<file path="config.mk">
export PLATFORM = sky130hd
export DESIGN_NAME = rob_top
export DESIGN_NICKNAME = d
export VERILOG_FILES = /design/src/design/rob_pkg.sv /design/src/design/rob_entry_store.sv /design/src/design/rob_load_hazard.sv /design/src/design/rob_pointers.sv /design/src/design/rob_recovery_fsm.sv /design/src/design/rob_top.sv
export SDC_FILE = /design/constraint.sdc
export NUM_CORES = 2
export LEC_CHECK = 0
export BUFFER_PORTS_ARGS = -buffer_cell sky130_fd_sc_hd__clkbuf_2
export CAP_MARGIN = 30
export CORE_ASPECT_RATIO = 0.5
export CORE_UTILIZATION = 30
export CTS_CLUSTER_DIAMETER = 120
export DETAILED_ROUTE_END_ITERATION = 7
export GPL_TIMING_DRIVEN = 0
export HOLD_SLACK_MARGIN = 0.08
export RECOVER_POWER = 100
export SLEW_MARGIN = 5
export SYNTH_ARGS = -nofsm -noshare
export SYNTH_HDL_FRONTEND = slang
export SYNTH_HIERARCHICAL = 1
export SYNTH_SLANG_ARGS = --single-unit
</file>
<file path="constraint.sdc">
create_clock -name clk_in -period 6.37 [get_ports clk_in]
set_input_delay 0 -clock clk_in [delete_from_list [all_inputs] [get_ports clk_in]]
set_output_delay 0 -clock clk_in [all_outputs]
set_load 0.05 [all_outputs]
</file>
<file path="src/design/rob_pkg.sv">
package rob_pkg;

  // buffer geometry
  localparam int ROB_SIZE = 8;
  localparam int ROB_IX_W = 3;
  // extra msb tells a full buffer from an empty one
  localparam int ROB_PTR_W = 4;
  // load buffer slots that ask for a hazard check
  localparam int NUM_LOAD_SLOTS = 2;
  localparam int XLEN = 32;
  localparam int ITYPE_W = 4;

  // instruction classes carried in each entry
  localparam logic [ITYPE_W-1:0] IT_ALU = 4'd0;
  localparam logic [ITYPE_W-1:0] IT_LOAD = 4'd1;
  localparam logic [ITYPE_W-1:0] IT_STORE = 4'd2;
  localparam logic [ITYPE_W-1:0] IT_BRANCH = 4'd3;

  // recovery control states
  typedef enum logic {
    ST_RUN = 1'b0,
    ST_FLUSH = 1'b1
  } rec_state_t;

  // entry value word
  // alu/load/store keep a result here,
  // a branch keeps its predicted target and direction
  typedef union packed {
    logic [XLEN-1:0] data;
    struct packed {
      logic [XLEN-2:0] target;
      // lsb, set when predicted taken
      logic predicted_taken;
    } br;
  } rob_value_u;

endpackage

</file>
<file path="src/design/rob_entry_store.sv">
`timescale 1ns/100ps

module rob_entry_store
  import rob_pkg::*;
(
  input  logic                clk_in,
  input  logic                rst_in,
  // issue side
  input  logic                issue_we,
  input  logic [ITYPE_W-1:0]  issue_itype,
  input  rob_value_u          issue_value,
  input  logic [XLEN-1:0]     issue_dest,
  input  logic [ROB_IX_W-1:0] tail_ix,
  // writeback side
  input  logic                cdb_we,
  input  logic [ROB_IX_W-1:0] cdb_rob_ix,
  input  rob_value_u          cdb_value,
  input  logic [XLEN-1:0]     cdb_dest,
  // retirement side
  input  logic [ROB_IX_W-1:0] head_ix,
  // operand lookups from decode
  input  logic [ROB_IX_W-1:0] lookup_ix1,
  input  logic [ROB_IX_W-1:0] lookup_ix2,
  output logic [ITYPE_W-1:0]  head_itype,
  output rob_value_u          head_value,
  output logic [XLEN-1:0]     head_dest,
  output logic                head_ready,
  output rob_value_u          lookup_value1,
  output logic                lookup_ready1,
  output rob_value_u          lookup_value2,
  output logic                lookup_ready2,
  // branch info for the entry the cdb addresses
  output logic                cdb_is_branch,
  output logic                cdb_pred_taken,
  // arrays for the load hazard check
  output logic [ITYPE_W-1:0]  entry_itype [ROB_SIZE],
  output logic [XLEN-1:0]     entry_dest [ROB_SIZE],
  output logic [ROB_SIZE-1:0] entry_ready
);

  // per-entry fields
  logic [ITYPE_W-1:0]  itype_q [ROB_SIZE];
  rob_value_u          value_q [ROB_SIZE];
  logic [XLEN-1:0]     dest_q [ROB_SIZE];
  logic [ROB_SIZE-1:0] ready_q;
  // class of the entry being written back
  logic [ITYPE_W-1:0]  cdb_itype;
  // base plus offset for stores
  logic [XLEN-1:0]     store_addr;

  assign cdb_itype = itype_q[cdb_rob_ix];
  assign store_addr = dest_q[cdb_rob_ix] + cdb_dest;

  // type and ready bit
  always_ff @(posedge clk_in) begin
    if (rst_in) begin
      ready_q <= '0;
      for (int i = 0; i < ROB_SIZE; i++) begin
        itype_q[i] <= IT_ALU;
      end
    end else begin
      // fresh entry waits for its result
      if (issue_we) begin
        itype_q[tail_ix] <= issue_itype;
        ready_q[tail_ix] <= 1'b0;
      end
      // every class becomes ready on writeback
      if (cdb_we) begin
        ready_q[cdb_rob_ix] <= 1'b1;
      end
    end
  end

  // value and destination words
  always_ff @(posedge clk_in) begin
    if (issue_we) begin
      value_q[tail_ix] <= issue_value;
      dest_q[tail_ix] <= issue_dest;
    end
    if (cdb_we) begin
      case (cdb_itype)
        // store data plus its computed address
        IT_STORE: begin
          value_q[cdb_rob_ix] <= cdb_value;
          dest_q[cdb_rob_ix] <= store_addr;
        end
        // branch keeps its prediction, outcome goes to recovery
        IT_BRANCH: begin
        end
        default: begin
          value_q[cdb_rob_ix] <= cdb_value;
        end
      endcase
    end
  end

  // head entry for commit
  assign head_itype = itype_q[head_ix];
  assign head_value = value_q[head_ix];
  assign head_dest = dest_q[head_ix];
  assign head_ready = ready_q[head_ix];

  // operand forwarding to decode
  assign lookup_value1 = value_q[lookup_ix1];
  assign lookup_ready1 = ready_q[lookup_ix1];
  assign lookup_value2 = value_q[lookup_ix2];
  assign lookup_ready2 = ready_q[lookup_ix2];

  // prediction stored at issue, read back on writeback
  assign cdb_is_branch = (cdb_itype == IT_BRANCH);
  assign cdb_pred_taken = value_q[cdb_rob_ix].br.predicted_taken;

  assign entry_itype = itype_q;
  assign entry_dest = dest_q;
  assign entry_ready = ready_q;

endmodule

</file>
<file path="src/design/rob_load_hazard.sv">
`timescale 1ns/100ps

module rob_load_hazard
  import rob_pkg::*;
(
  input  logic [ROB_IX_W-1:0]       head_ix,
  input  logic                      empty,
  input  logic [ITYPE_W-1:0]        entry_itype [ROB_SIZE],
  input  logic [XLEN-1:0]           entry_dest [ROB_SIZE],
  input  logic [ROB_SIZE-1:0]       entry_ready,
  // buffer index and address of each waiting load
  input  logic [ROB_IX_W-1:0]       load_rob_ix [NUM_LOAD_SLOTS],
  input  logic [XLEN-1:0]           load_addr [NUM_LOAD_SLOTS],
  output logic [NUM_LOAD_SLOTS-1:0] can_load
);

  // still between head and the load
  logic                in_range;
  logic [ROB_IX_W-1:0] scan_ix;
  logic                is_store;
  logic                addr_hit;

  always_comb begin
    in_range = 1'b0;
    scan_ix = '0;
    is_store = 1'b0;
    addr_hit = 1'b0;
    for (int s = 0; s < NUM_LOAD_SLOTS; s++) begin
      can_load[s] = 1'b1;
      // nothing older when the buffer is empty
      in_range = !empty;
      // walk oldest first, index wraps by itself
      for (int k = 0; k < ROB_SIZE; k++) begin
        scan_ix = head_ix + ROB_IX_W'(k);
        is_store = (entry_itype[scan_ix] == IT_STORE);
        addr_hit = (entry_dest[scan_ix] == load_addr[s]);
        // unknown address blocks, known address blocks only on a match
        if (in_range && is_store) begin
          if (!entry_ready[scan_ix] || addr_hit) begin
            can_load[s] = 1'b0;
          end
        end
        // stop after the load itself
        if (scan_ix == load_rob_ix[s]) begin
          in_range = 1'b0;
        end
      end
    end
  end

endmodule

</file>
<file path="src/design/rob_pointers.sv">
`timescale 1ns/100ps

module rob_pointers
  import rob_pkg::*;
(
  input  logic                clk_in,
  input  logic                rst_in,
  input  logic                push,
  input  logic                pop,
  input  logic                mispredict,
  input  logic [ROB_IX_W-1:0] branch_ix,
  output logic [ROB_IX_W-1:0] head_ix,
  output logic [ROB_IX_W-1:0] tail_ix,
  output logic                empty,
  output logic                full,
  output logic [ROB_SIZE-1:0] flush_mask,
  output logic                flush_out
);

  // pointers with wrap bit on top
  logic [ROB_PTR_W-1:0] head_q;
  logic [ROB_PTR_W-1:0] tail_q;
  logic [ROB_PTR_W-1:0] count;
  // full pointer of the mispredicted branch
  logic [ROB_IX_W-1:0]  br_off;
  logic [ROB_PTR_W-1:0] br_ptr;
  // entries younger than the branch
  logic [ROB_PTR_W-1:0] live_after;
  logic [ROB_IX_W-1:0]  first_ix;
  logic [ROB_IX_W-1:0]  rel_ix;
  logic [ROB_SIZE-1:0]  mask_d;
  logic [ROB_SIZE-1:0]  mask_q;
  logic                 flush_q;

  always_comb begin
    count = tail_q - head_q;
    // branch sits between head and tail, so rebuild its wrap bit from head
    br_off = branch_ix - head_q[ROB_IX_W-1:0];
    br_ptr = head_q + ROB_PTR_W'(br_off);
    live_after = tail_q - br_ptr - ROB_PTR_W'(1);
    first_ix = branch_ix + ROB_IX_W'(1);
    // mark slots from branch+1 up to, not including, the old tail
    for (int i = 0; i < ROB_SIZE; i++) begin
      rel_ix = ROB_IX_W'(i) - first_ix;
      mask_d[i] = ROB_PTR_W'(rel_ix) < live_after;
    end
  end

  always_ff @(posedge clk_in) begin
    if (rst_in) begin
      head_q <= '0;
      tail_q <= '0;
      mask_q <= '0;
      flush_q <= 1'b0;
    end else begin
      // retirement goes on during recovery
      if (pop) begin
        head_q <= head_q + ROB_PTR_W'(1);
      end
      // cut the tail back, an issue in the same cycle is dropped
      if (mispredict) begin
        tail_q <= br_ptr + ROB_PTR_W'(1);
      end else if (push) begin
        tail_q <= tail_q + ROB_PTR_W'(1);
      end
      // one-cycle flush pulse with its mask
      flush_q <= mispredict;
      mask_q <= mispredict ? mask_d : '0;
    end
  end

  assign head_ix = head_q[ROB_IX_W-1:0];
  assign tail_ix = tail_q[ROB_IX_W-1:0];
  assign empty = (count == '0);
  assign full = (count == ROB_PTR_W'(ROB_SIZE));
  assign flush_mask = mask_q;
  assign flush_out = flush_q;

endmodule

</file>
<file path="src/design/rob_recovery_fsm.sv">
`timescale 1ns/100ps

module rob_recovery_fsm
  import rob_pkg::*;
(
  input  logic clk_in,
  input  logic rst_in,
  input  logic cdb_valid,
  // actual outcome, bit 0 of the cdb word
  input  logic cdb_value_bit,
  input  logic cdb_is_branch,
  input  logic cdb_pred_taken,
  output logic mispredict,
  output logic cdb_we,
  output logic issue_block
);

  rec_state_t state_q;
  rec_state_t state_d;
  // branch resolved against its prediction
  logic       wrong_dir;

  assign wrong_dir = cdb_is_branch && (cdb_pred_taken != cdb_value_bit);

  always_comb begin
    state_d = state_q;
    mispredict = 1'b0;
    cdb_we = 1'b0;
    issue_block = 1'b0;
    case (state_q)
      ST_RUN: begin
        // writeback goes straight to the entries
        cdb_we = cdb_valid;
        if (cdb_valid && wrong_dir) begin
          mispredict = 1'b1;
          state_d = ST_FLUSH;
        end
      end
      ST_FLUSH: begin
        // flush cycle, cdb dropped and decode held off
        issue_block = 1'b1;
        state_d = ST_RUN;
      end
      default: begin
        state_d = ST_RUN;
      end
    endcase
  end

  always_ff @(posedge clk_in) begin
    if (rst_in) begin
      state_q <= ST_RUN;
    end else begin
      state_q <= state_d;
    end
  end

endmodule

</file>
<file path="src/design/rob_top.sv">
`timescale 1ns/100ps

module rob_top
  import rob_pkg::*;
(
  input  logic                      clk_in,
  input  logic                      rst_in,
  // issue from decode
  input  logic                      issue_valid,
  input  logic [ITYPE_W-1:0]        issue_itype,
  input  rob_value_u                issue_value,
  input  logic [XLEN-1:0]           issue_dest,
  // common data bus
  input  logic                      cdb_valid,
  input  logic [ROB_IX_W-1:0]       cdb_rob_ix,
  input  rob_value_u                cdb_value,
  input  logic [XLEN-1:0]           cdb_dest,
  input  logic [ROB_IX_W-1:0]       lookup_ix1,
  input  logic [ROB_IX_W-1:0]       lookup_ix2,
  input  logic [ROB_IX_W-1:0]       load_rob_ix [NUM_LOAD_SLOTS],
  input  logic [XLEN-1:0]           load_addr [NUM_LOAD_SLOTS],
  // store unit took the head store
  input  logic                      store_read,
  output logic                      issue_ready,
  output logic [ROB_IX_W-1:0]       issue_rob_ix,
  // retirement
  output logic                      commit_valid,
  output logic                      store_valid,
  output logic [ROB_IX_W-1:0]       commit_ix,
  output logic [ITYPE_W-1:0]        commit_itype,
  output rob_value_u                commit_value,
  output logic [XLEN-1:0]           commit_dest,
  output rob_value_u                lookup_value1,
  output logic                      lookup_ready1,
  output rob_value_u                lookup_value2,
  output logic                      lookup_ready2,
  output logic [NUM_LOAD_SLOTS-1:0] can_load,
  // branch recovery
  output logic                      flush_out,
  output logic [ROB_SIZE-1:0]       flush_mask
);

  logic                push;
  logic                pop;
  logic                mispredict;
  logic                cdb_we;
  logic                issue_block;
  logic                cdb_value_bit;
  logic                cdb_is_branch;
  logic                cdb_pred_taken;
  logic [ROB_IX_W-1:0] head_ix;
  logic [ROB_IX_W-1:0] tail_ix;
  logic                empty;
  logic                full;
  logic                head_ready;
  logic                head_is_store;
  logic [ITYPE_W-1:0]  entry_itype [ROB_SIZE];
  logic [XLEN-1:0]     entry_dest [ROB_SIZE];
  logic [ROB_SIZE-1:0] entry_ready;

  // space left and not recovering
  assign issue_ready = !full && !issue_block;
  assign push = issue_valid && issue_ready;
  assign issue_rob_ix = tail_ix;
  assign commit_ix = head_ix;
  assign cdb_value_bit = cdb_value.data[0];

  // stores go to the store unit, the rest to the register file
  assign head_is_store = (commit_itype == IT_STORE);
  assign commit_valid = !empty && head_ready && !head_is_store;
  assign store_valid = !empty && head_ready && head_is_store;
  // register file always accepts, store waits for store_read
  assign pop = commit_valid || (store_valid && store_read);

  rob_pointers u_pointers (
    .clk_in     (clk_in),
    .rst_in     (rst_in),
    .push       (push),
    .pop        (pop),
    .mispredict (mispredict),
    .branch_ix  (cdb_rob_ix),
    .head_ix    (head_ix),
    .tail_ix    (tail_ix),
    .empty      (empty),
    .full       (full),
    .flush_mask (flush_mask),
    .flush_out  (flush_out)
  );

  rob_entry_store u_entry_store (
    .clk_in         (clk_in),
    .rst_in         (rst_in),
    .issue_we       (push),
    .issue_itype    (issue_itype),
    .issue_value    (issue_value),
    .issue_dest     (issue_dest),
    .tail_ix        (tail_ix),
    .cdb_we         (cdb_we),
    .cdb_rob_ix     (cdb_rob_ix),
    .cdb_value      (cdb_value),
    .cdb_dest       (cdb_dest),
    .head_ix        (head_ix),
    .lookup_ix1     (lookup_ix1),
    .lookup_ix2     (lookup_ix2),
    .head_itype     (commit_itype),
    .head_value     (commit_value),
    .head_dest      (commit_dest),
    .head_ready     (head_ready),
    .lookup_value1  (lookup_value1),
    .lookup_ready1  (lookup_ready1),
    .lookup_value2  (lookup_value2),
    .lookup_ready2  (lookup_ready2),
    .cdb_is_branch  (cdb_is_branch),
    .cdb_pred_taken (cdb_pred_taken),
    .entry_itype    (entry_itype),
    .entry_dest     (entry_dest),
    .entry_ready    (entry_ready)
  );

  rob_load_hazard u_load_hazard (
    .head_ix     (head_ix),
    .empty       (empty),
    .entry_itype (entry_itype),
    .entry_dest  (entry_dest),
    .entry_ready (entry_ready),
    .load_rob_ix (load_rob_ix),
    .load_addr   (load_addr),
    .can_load    (can_load)
  );

  rob_recovery_fsm u_recovery_fsm (
    .clk_in         (clk_in),
    .rst_in         (rst_in),
    .cdb_valid      (cdb_valid),
    .cdb_value_bit  (cdb_value_bit),
    .cdb_is_branch  (cdb_is_branch),
    .cdb_pred_taken (cdb_pred_taken),
    .mispredict     (mispredict),
    .cdb_we         (cdb_we),
    .issue_block    (issue_block)
  );

endmodule

</file>
# Word-level counts from Yosys, hierarchy flattened
# Memories as Yosys holds them, arrays and structs flattened. A register that Yosys moved wholly into a read port is not among the register bits.
# Cells that the tools add are included.
totals:
  n_memories: 1
  regBits: 314
  ramBits: 256
  wordCells: 357
  inputBits: 216
  out_inout_bits: 154
classes:
  n_eq_ne: 42
  reduce_logical: 60
  magnitude_cmp: 34
  add_sub_neg: 25
  bitwise_logic: 16
  muxes: 157
mem_list:
  columns: ["memory", "depth", "word_bits", "read_ports", "rd_clocked_by_memory_dff", "wr", "line", "text"]
  rows:
  - ["u_entry_store.value_q", 8, 32, 4, 1, 2, "rob_entry_store.sv:43", "rob_value_u value_q [ROB_SIZE];"]
op_table:
  columns: ["operator", "n"]
  rows:
  - ["$bmux 32 s3", 9]
  - ["$mux 256", 3]
  - ["$mux 32", 21]
  - ["$bwmux 256", 2]
  - ["$eq 32x32->1", 16]
  - ["$demux 32 s3", 2]
  - ["$bmux 4 s3", 9]
  - ["$mux 4", 21]
  - ["$mux 1", 70]
  - ["$lt 3x4->1 const B", 12]
  - ["$eq 3x3->1", 14]
  - ["$eq 4x2->1 const B", 10]
  - ["$ge 4x4->1 const B", 10]
  - ["$not 3->4", 10]
  - ["$add 32x32->32", 1]
  - ["$bwmux 32", 1]
  - ["$lt 3x4->1", 8]
  - ["$bmux 1 s3", 10]
  - ["$logic_and 1x1->1", 27]
  - ["$mux 8", 3]
  - ["$logic_or 1x1->1", 17]
  - ["$add 3x3->3 const B", 4]
  - ["$add 4x1->4 const B", 3]
  - ["$demux 4 s3", 1]
  - ["other kinds (25)", 50]

# Depth between registers and ports, before layout
depth:
  depth_word: 22
  depth_mapped: 19
  ltp_nobuf: 15

# By module
# The synthesis kept the hierarchy.
modules_own_cells:
  columns: ["mod", "area_per_inst_um2", "cells_per_inst", "n_inst", "seq_area_each_um2"]
  rows:
  - ["rob_entry_store", 34395.5, 3015, 1, 13613.1]
  - ["rob_load_hazard", 17519.3, 1935, 1, 0.0]
  - ["rob_pointers", 1407.6, 159, 1, 340.3]
  - ["rob_top", 61.3, 8, 1, 0.0]
  - ["rob_recovery_fsm", 55.1, 5, 1, 20.0]

# Least setup slack after synthesis
# Ideal clock, no wire load.
synth_path:
  kind: "register to register"
  start: "register u_pointers.head_q[1]"
  end: "memory u_entry_store/value_q[5][0] (netlist name), enable pin"
  n_path_buf: 3
  setup_ns: 0.466
  setup_slack_ns: 1.431
  t_required_ns: 5.904
  path_stages_with_launch: 14
  t_arrival_ns: 4.473
  synth_period_minus_slack_ns: 4.939
  path_cell_list: "dfxtp_1 -> inv_1 -> ha_1 -> a21o_1 -> nand3_1 -> a21oi_1 -> nor2_1 -> and2_1 -> nor2b_1 -> nand3_1 -> clkbuf_1 -> buf_2 -> buf_2 -> o21ai_0"
synth_lines:
  columns: ["element", "line", "text"]
  rows:
  - ["from (decl)", "rob_pointers.sv:21", "logic [ROB_PTR_W-1:0] head_q;"]
  - ["from (signal assigned)", "rob_pointers.sv:58", "head_q <= head_q + ROB_PTR_W'(1);"]
  - ["to (decl)", "rob_entry_store.sv:43", null]

# Worst setup path in the final report
layout_path:
  start: "register u_pointers.head_q[1]"
  end: "output port can_load[0]"
layout_via:
  elab_chain_len: 22
  elab_cells_between_ends: 152
  classes_between: "add/sub (8); eq/ne (23); mux (87); bitwise (8); reduce/logical (26)"
layout_lines:
  columns: ["element", "line", "text"]
  rows:
  - ["parallel branches: the longest is 21 deep, another holds $add 3x1->3", null, null]
  - ["$mux 1 *", "rob_load_hazard.sv:38", "if (in_range && is_store) begin"]
  - ["to (decl)", "rob_top.sv:37", "output logic [NUM_LOAD_SLOTS-1:0] can_load,"]
# Mark *: on every way between the ends. The select of a mux whose other input is x is not followed.

==> results.py <==
metrics = {
    "critical_path": {
        "start_kind": "flip-flop",
        "reg2reg_depth": 14,
        "worstSetupPathType": "reg2out",
        "crit_chain": "buf_4 > buf_4 > buf_2 > buf_2 > buf_2 > mux2i_1 > a22oi_1 > nand2_1 > xnor2_1 > nor4_1 > nand4_1 > nor4_1 > a31oi_1 > and4_4 > clkbuf_4",
        "end_kind": "output pin",
        "slowest_delay_ns": 0.81,
        "critPathMaxFanout": 10,
        "crit_slowest_cell": "nor4_1",
        "cp_common_cell": "buf_2",
        "cp.arrival_ns": 6.54,
        "cp.required_ns": 6.37,
    },
    "routing": {
        "first_pass_iters": 8,
        "viasPerCell": 6.55,
        "vias": 53642,
        "drt_iter0_drc": 9499,
        "wl_per_cell_microns": 41.7,
        "wl_microns": 342000,
        "ant_nets": 0,
        "drc": 17,
    },
    "synth": {
        "synth-seq-cells": 570,
        "synth_edf_count": 256,
        "synth_cell_types": 100,
        "seq_area_frac_synth": 0.261,
        "syn-cell-area_sq_um": 53400,
        "synth_nets": 5400,
        "synth_ff_type": "dfxtp_1",
        "async_flop_share": 0,
        "yosysWarnings": 6,
        "synth_cells": 5122,
        "syn_avg_cell_area_sq_um": 10.4,
    },
    "power": {
        "p_leak_nw": 21.5,
        "power.total_mw": 16.5,
        "ir_drop_mv": 0.196,
        "power_density_nw_per_um2": 263,
    },
    "place": {
        "dp_worst_setup_slack_ns": -0.564,
        "dp_cells": 7887,
        "port_buffers": 283,
        "gp_congestion": 1.07,
        "hpwl_microns": 272000,
    },
    "worst_hold_path": {
        "min_path_cells": 4,
        "hp-class": "in2reg",
    },
    "sta": {
        "fmax_mhz": 153,
        "fin_skew_ns": 0.0570,
        "hold_viol_final": 0,
        "setup_ws_ns": -0.173,
        "rsz0062_at_grt": "false",
        "setup_viol": 14,
        "finalCritPeriodShare": 1.03,
        "worst_slew_pin_slew_ns": 1.95,
        "report.final.slew_viol_count": 43,
        "period_needed_ns": 6.54,
        "slew_headroom": -0.313,
    },
    "cts": {
        "cts_root_buf": "clkbuf_16",
        "cts_max_level": 3,
        "cts_tree": "done",
        "clock-sinks": 570,
        "clk_path_buf_depth": 3,
        "clk_pin_slew_ns": 0.07,
        "clk_latency_ns": 0.70,
        "cts_made_buffers": 68,
    },
    "floorplan": {
        "coreArea_sq_um": 177000,
        "dieArea_sq_um": 180000,
        "die_y_microns": 300,
        "ios": 370,
        "dieWidth_microns": 599,
        "rows": 109,
        "start_util": 0.302,
    },
    "grt": {
        "grt_pass1_vias": 48865,
        "grt_max_degree": 20,
        "grt_overflow_total": 0,
        "antenna_found_initial": 21,
        "grt_pass1_wl_microns": 448000,
        "grt_usage": 0.367,
    },
    "final_layout": {
        "seqCellArea_sq_um": 14000,
        "fin_util": 0.356,
        "layout_commonest_cell": "nand2_1",
        "drive_gt1_frac": 0.272,
        "fin_cells": 8189,
        "fillerInstances": 17951,
        "nets": 6016,
        "layout.cells.most_common_list": "nand2_1 (627), mux2_2 (501), mux4_2 (472)",
        "area_delta_synth_final_pct": 17.8,
        "multiInputGateArea_sq_um": 37300,
    },
    "job": {
        "max_cap_violations": 4,
    },
    "status": {
        "violations": "DRC, capacitance limit, slew limit, setup timing",
        "status": "finished with violations",
    },
}
==> final timing paths <==
check	end	start	slack, ns
worst min-delay path	u_entry_store/entry_dest[172]	cdb_dest[12]	0.14
worst max register to register	u_entry_store/value_q[6][7]	u_pointers/head_q[1]	0.06
worst min register to register	u_entry_store/entry_itype[21]	u_entry_store/entry_itype[21]	0.51
worst max-delay path	can_load[0]	u_pointers/head_q[1]	-0.17
==> state kept, by name (all words and copies together), names as in the netlist <==
| register | flops |
|---|---|
| u_entry_store/value_q | 256 |
| u_pointers/flush_mask | 8 |
| u_entry_store/entry_dest | 256 |
| u_recovery_fsm/state_q | 1 |
| u_entry_store/entry_ready | 8 |
| u_pointers/flush_out | 1 |
| u_pointers/tail_q | 4 |
| u_pointers/head_q | 4 |
| u_entry_store/entry_itype | 32 |
==> layer usage <==
layer / part of all wire / GRT usage / vias to the layer above
met2: 0.40 / 0.523 / 4623
li1: - / - / 20777
met3: 0.15 / 0.151 / 904
met4: 0.062 / 0.167 / 4
met1: 0.39 / 0.481 / 27334
met5: 0.000073 / 0 / -
==> where the power goes <==
group | leakage [nW] | internal [mW] | total (mW) | switching (mW)
clock | 1.12 | 2.22 | 4.06 | 1.83
sequential | 4.93 | 4.24 | 5.68 | 1.44
combinational | 15.4 | 2.38 | 6.80 | 4.42
total | 21.5 | 8.85 | 16.5 | 7.69
==> critical path: cells and delay by family (launching register included) <==
kind                      cells  cell delay [ns]
AOI/OAI and AO/OA             2             0.25
and+or+nand+nor               5             2.13
DFF                           1             0.47
xor gates and xnor gates      1             0.09
muxes                         1             0.40
buffers and inverters         6             2.52
==> synth_stat cells (6+ instances only) <==
cell       instances  area, sq um
nor2_2            10         62.6
or4b_2             8         80.1
nor2b_1           19          119
o211ai_1          14          105
dfxtp_1          314         6290
nor4b_1            9         78.8
a211oi_1          10         75.1
edfxtp_1         256         7690
ha_1              58          726
mux4_2           472        10600
inv_1             26         97.6
or3_1             12         75.1
a21oi_1          132          661
and2_1            11         68.8
buf_1            110          413
nand4_1          122          763
o2111ai_1          6         52.6
buf_4             19          143
nor3_1            37          185
mux2_2           504         5680
a21oi_2           17          149
xor2_1           214         1870
o22ai_1           46          288
mux2_1            28          315
o21ai_0          188          941
nor2_1           165          619
mux2i_1          273         2730
clkbuf_1         198          743
buf_2            111          556
buf_6             25          282
or2_2             16          100
nand2_1          627         2350
a22oi_1          218         1640
a31oi_1           66          413
o21ai_1            7         35.0
nand3_1           62          310
a21o_1            25          188
nand2b_1          17          106
and3_1            65          407
a221oi_1           7         61.3
xnor2_2            6         97.6
xnor2_1          412         3610
nor4_1            67          419
==> area by class of cell <==
class                      instances  share of cell area
timing repair buffer             547              0.0643
buffer                           465              0.0346
clock inverter                    40             0.00705
sequential                       570               0.222
tap                             2386              0.0474
multi-input combinational       4058               0.593
inverter                          28             0.00167
clock buffer                      85              0.0296
antenna                           10            0.000397
==> through the flow <==
stage	hold WS [ns]	TNS (ns)	instance area, sq um
6_report	0.137	-0.793	63000
5_1_grt	0.127	0	62900
4_1_cts	0.0947	0	63400
3_5_place_dp	0.405	-1.07	59400
3_3_place_gp	0.399	-515.21	57800
2_1_floorplan	0.194	0	53400
==> cell families after synthesis <==
logic type / share of synthesized area
AO/OA/AOI/OAI: 0.0964
XOR/XNOR: 0.107
adder cells (fa/ha/maj): 0.0151
buffers and inverters: 0.0430
flip-flops: 0.261
multiplexers: 0.364
AND/OR/NAND/NOR: 0.113
==> timing repair <==
| item | 4_1_cts | 5_1_grt |
|---|---|---|
| buffers inserted | 1 | 6 |
| hold buffers | 147 | 1 |
| setup endpoints to repair | 2 | 2 |
| gates cloned | 0 | 0 |
| endpoints found under the hold margin | 562 | 1 |
| pin swaps | 3 | 1 |
| gates resized for setup | 47 | 2 |
(Power assumes the default switching activity.)
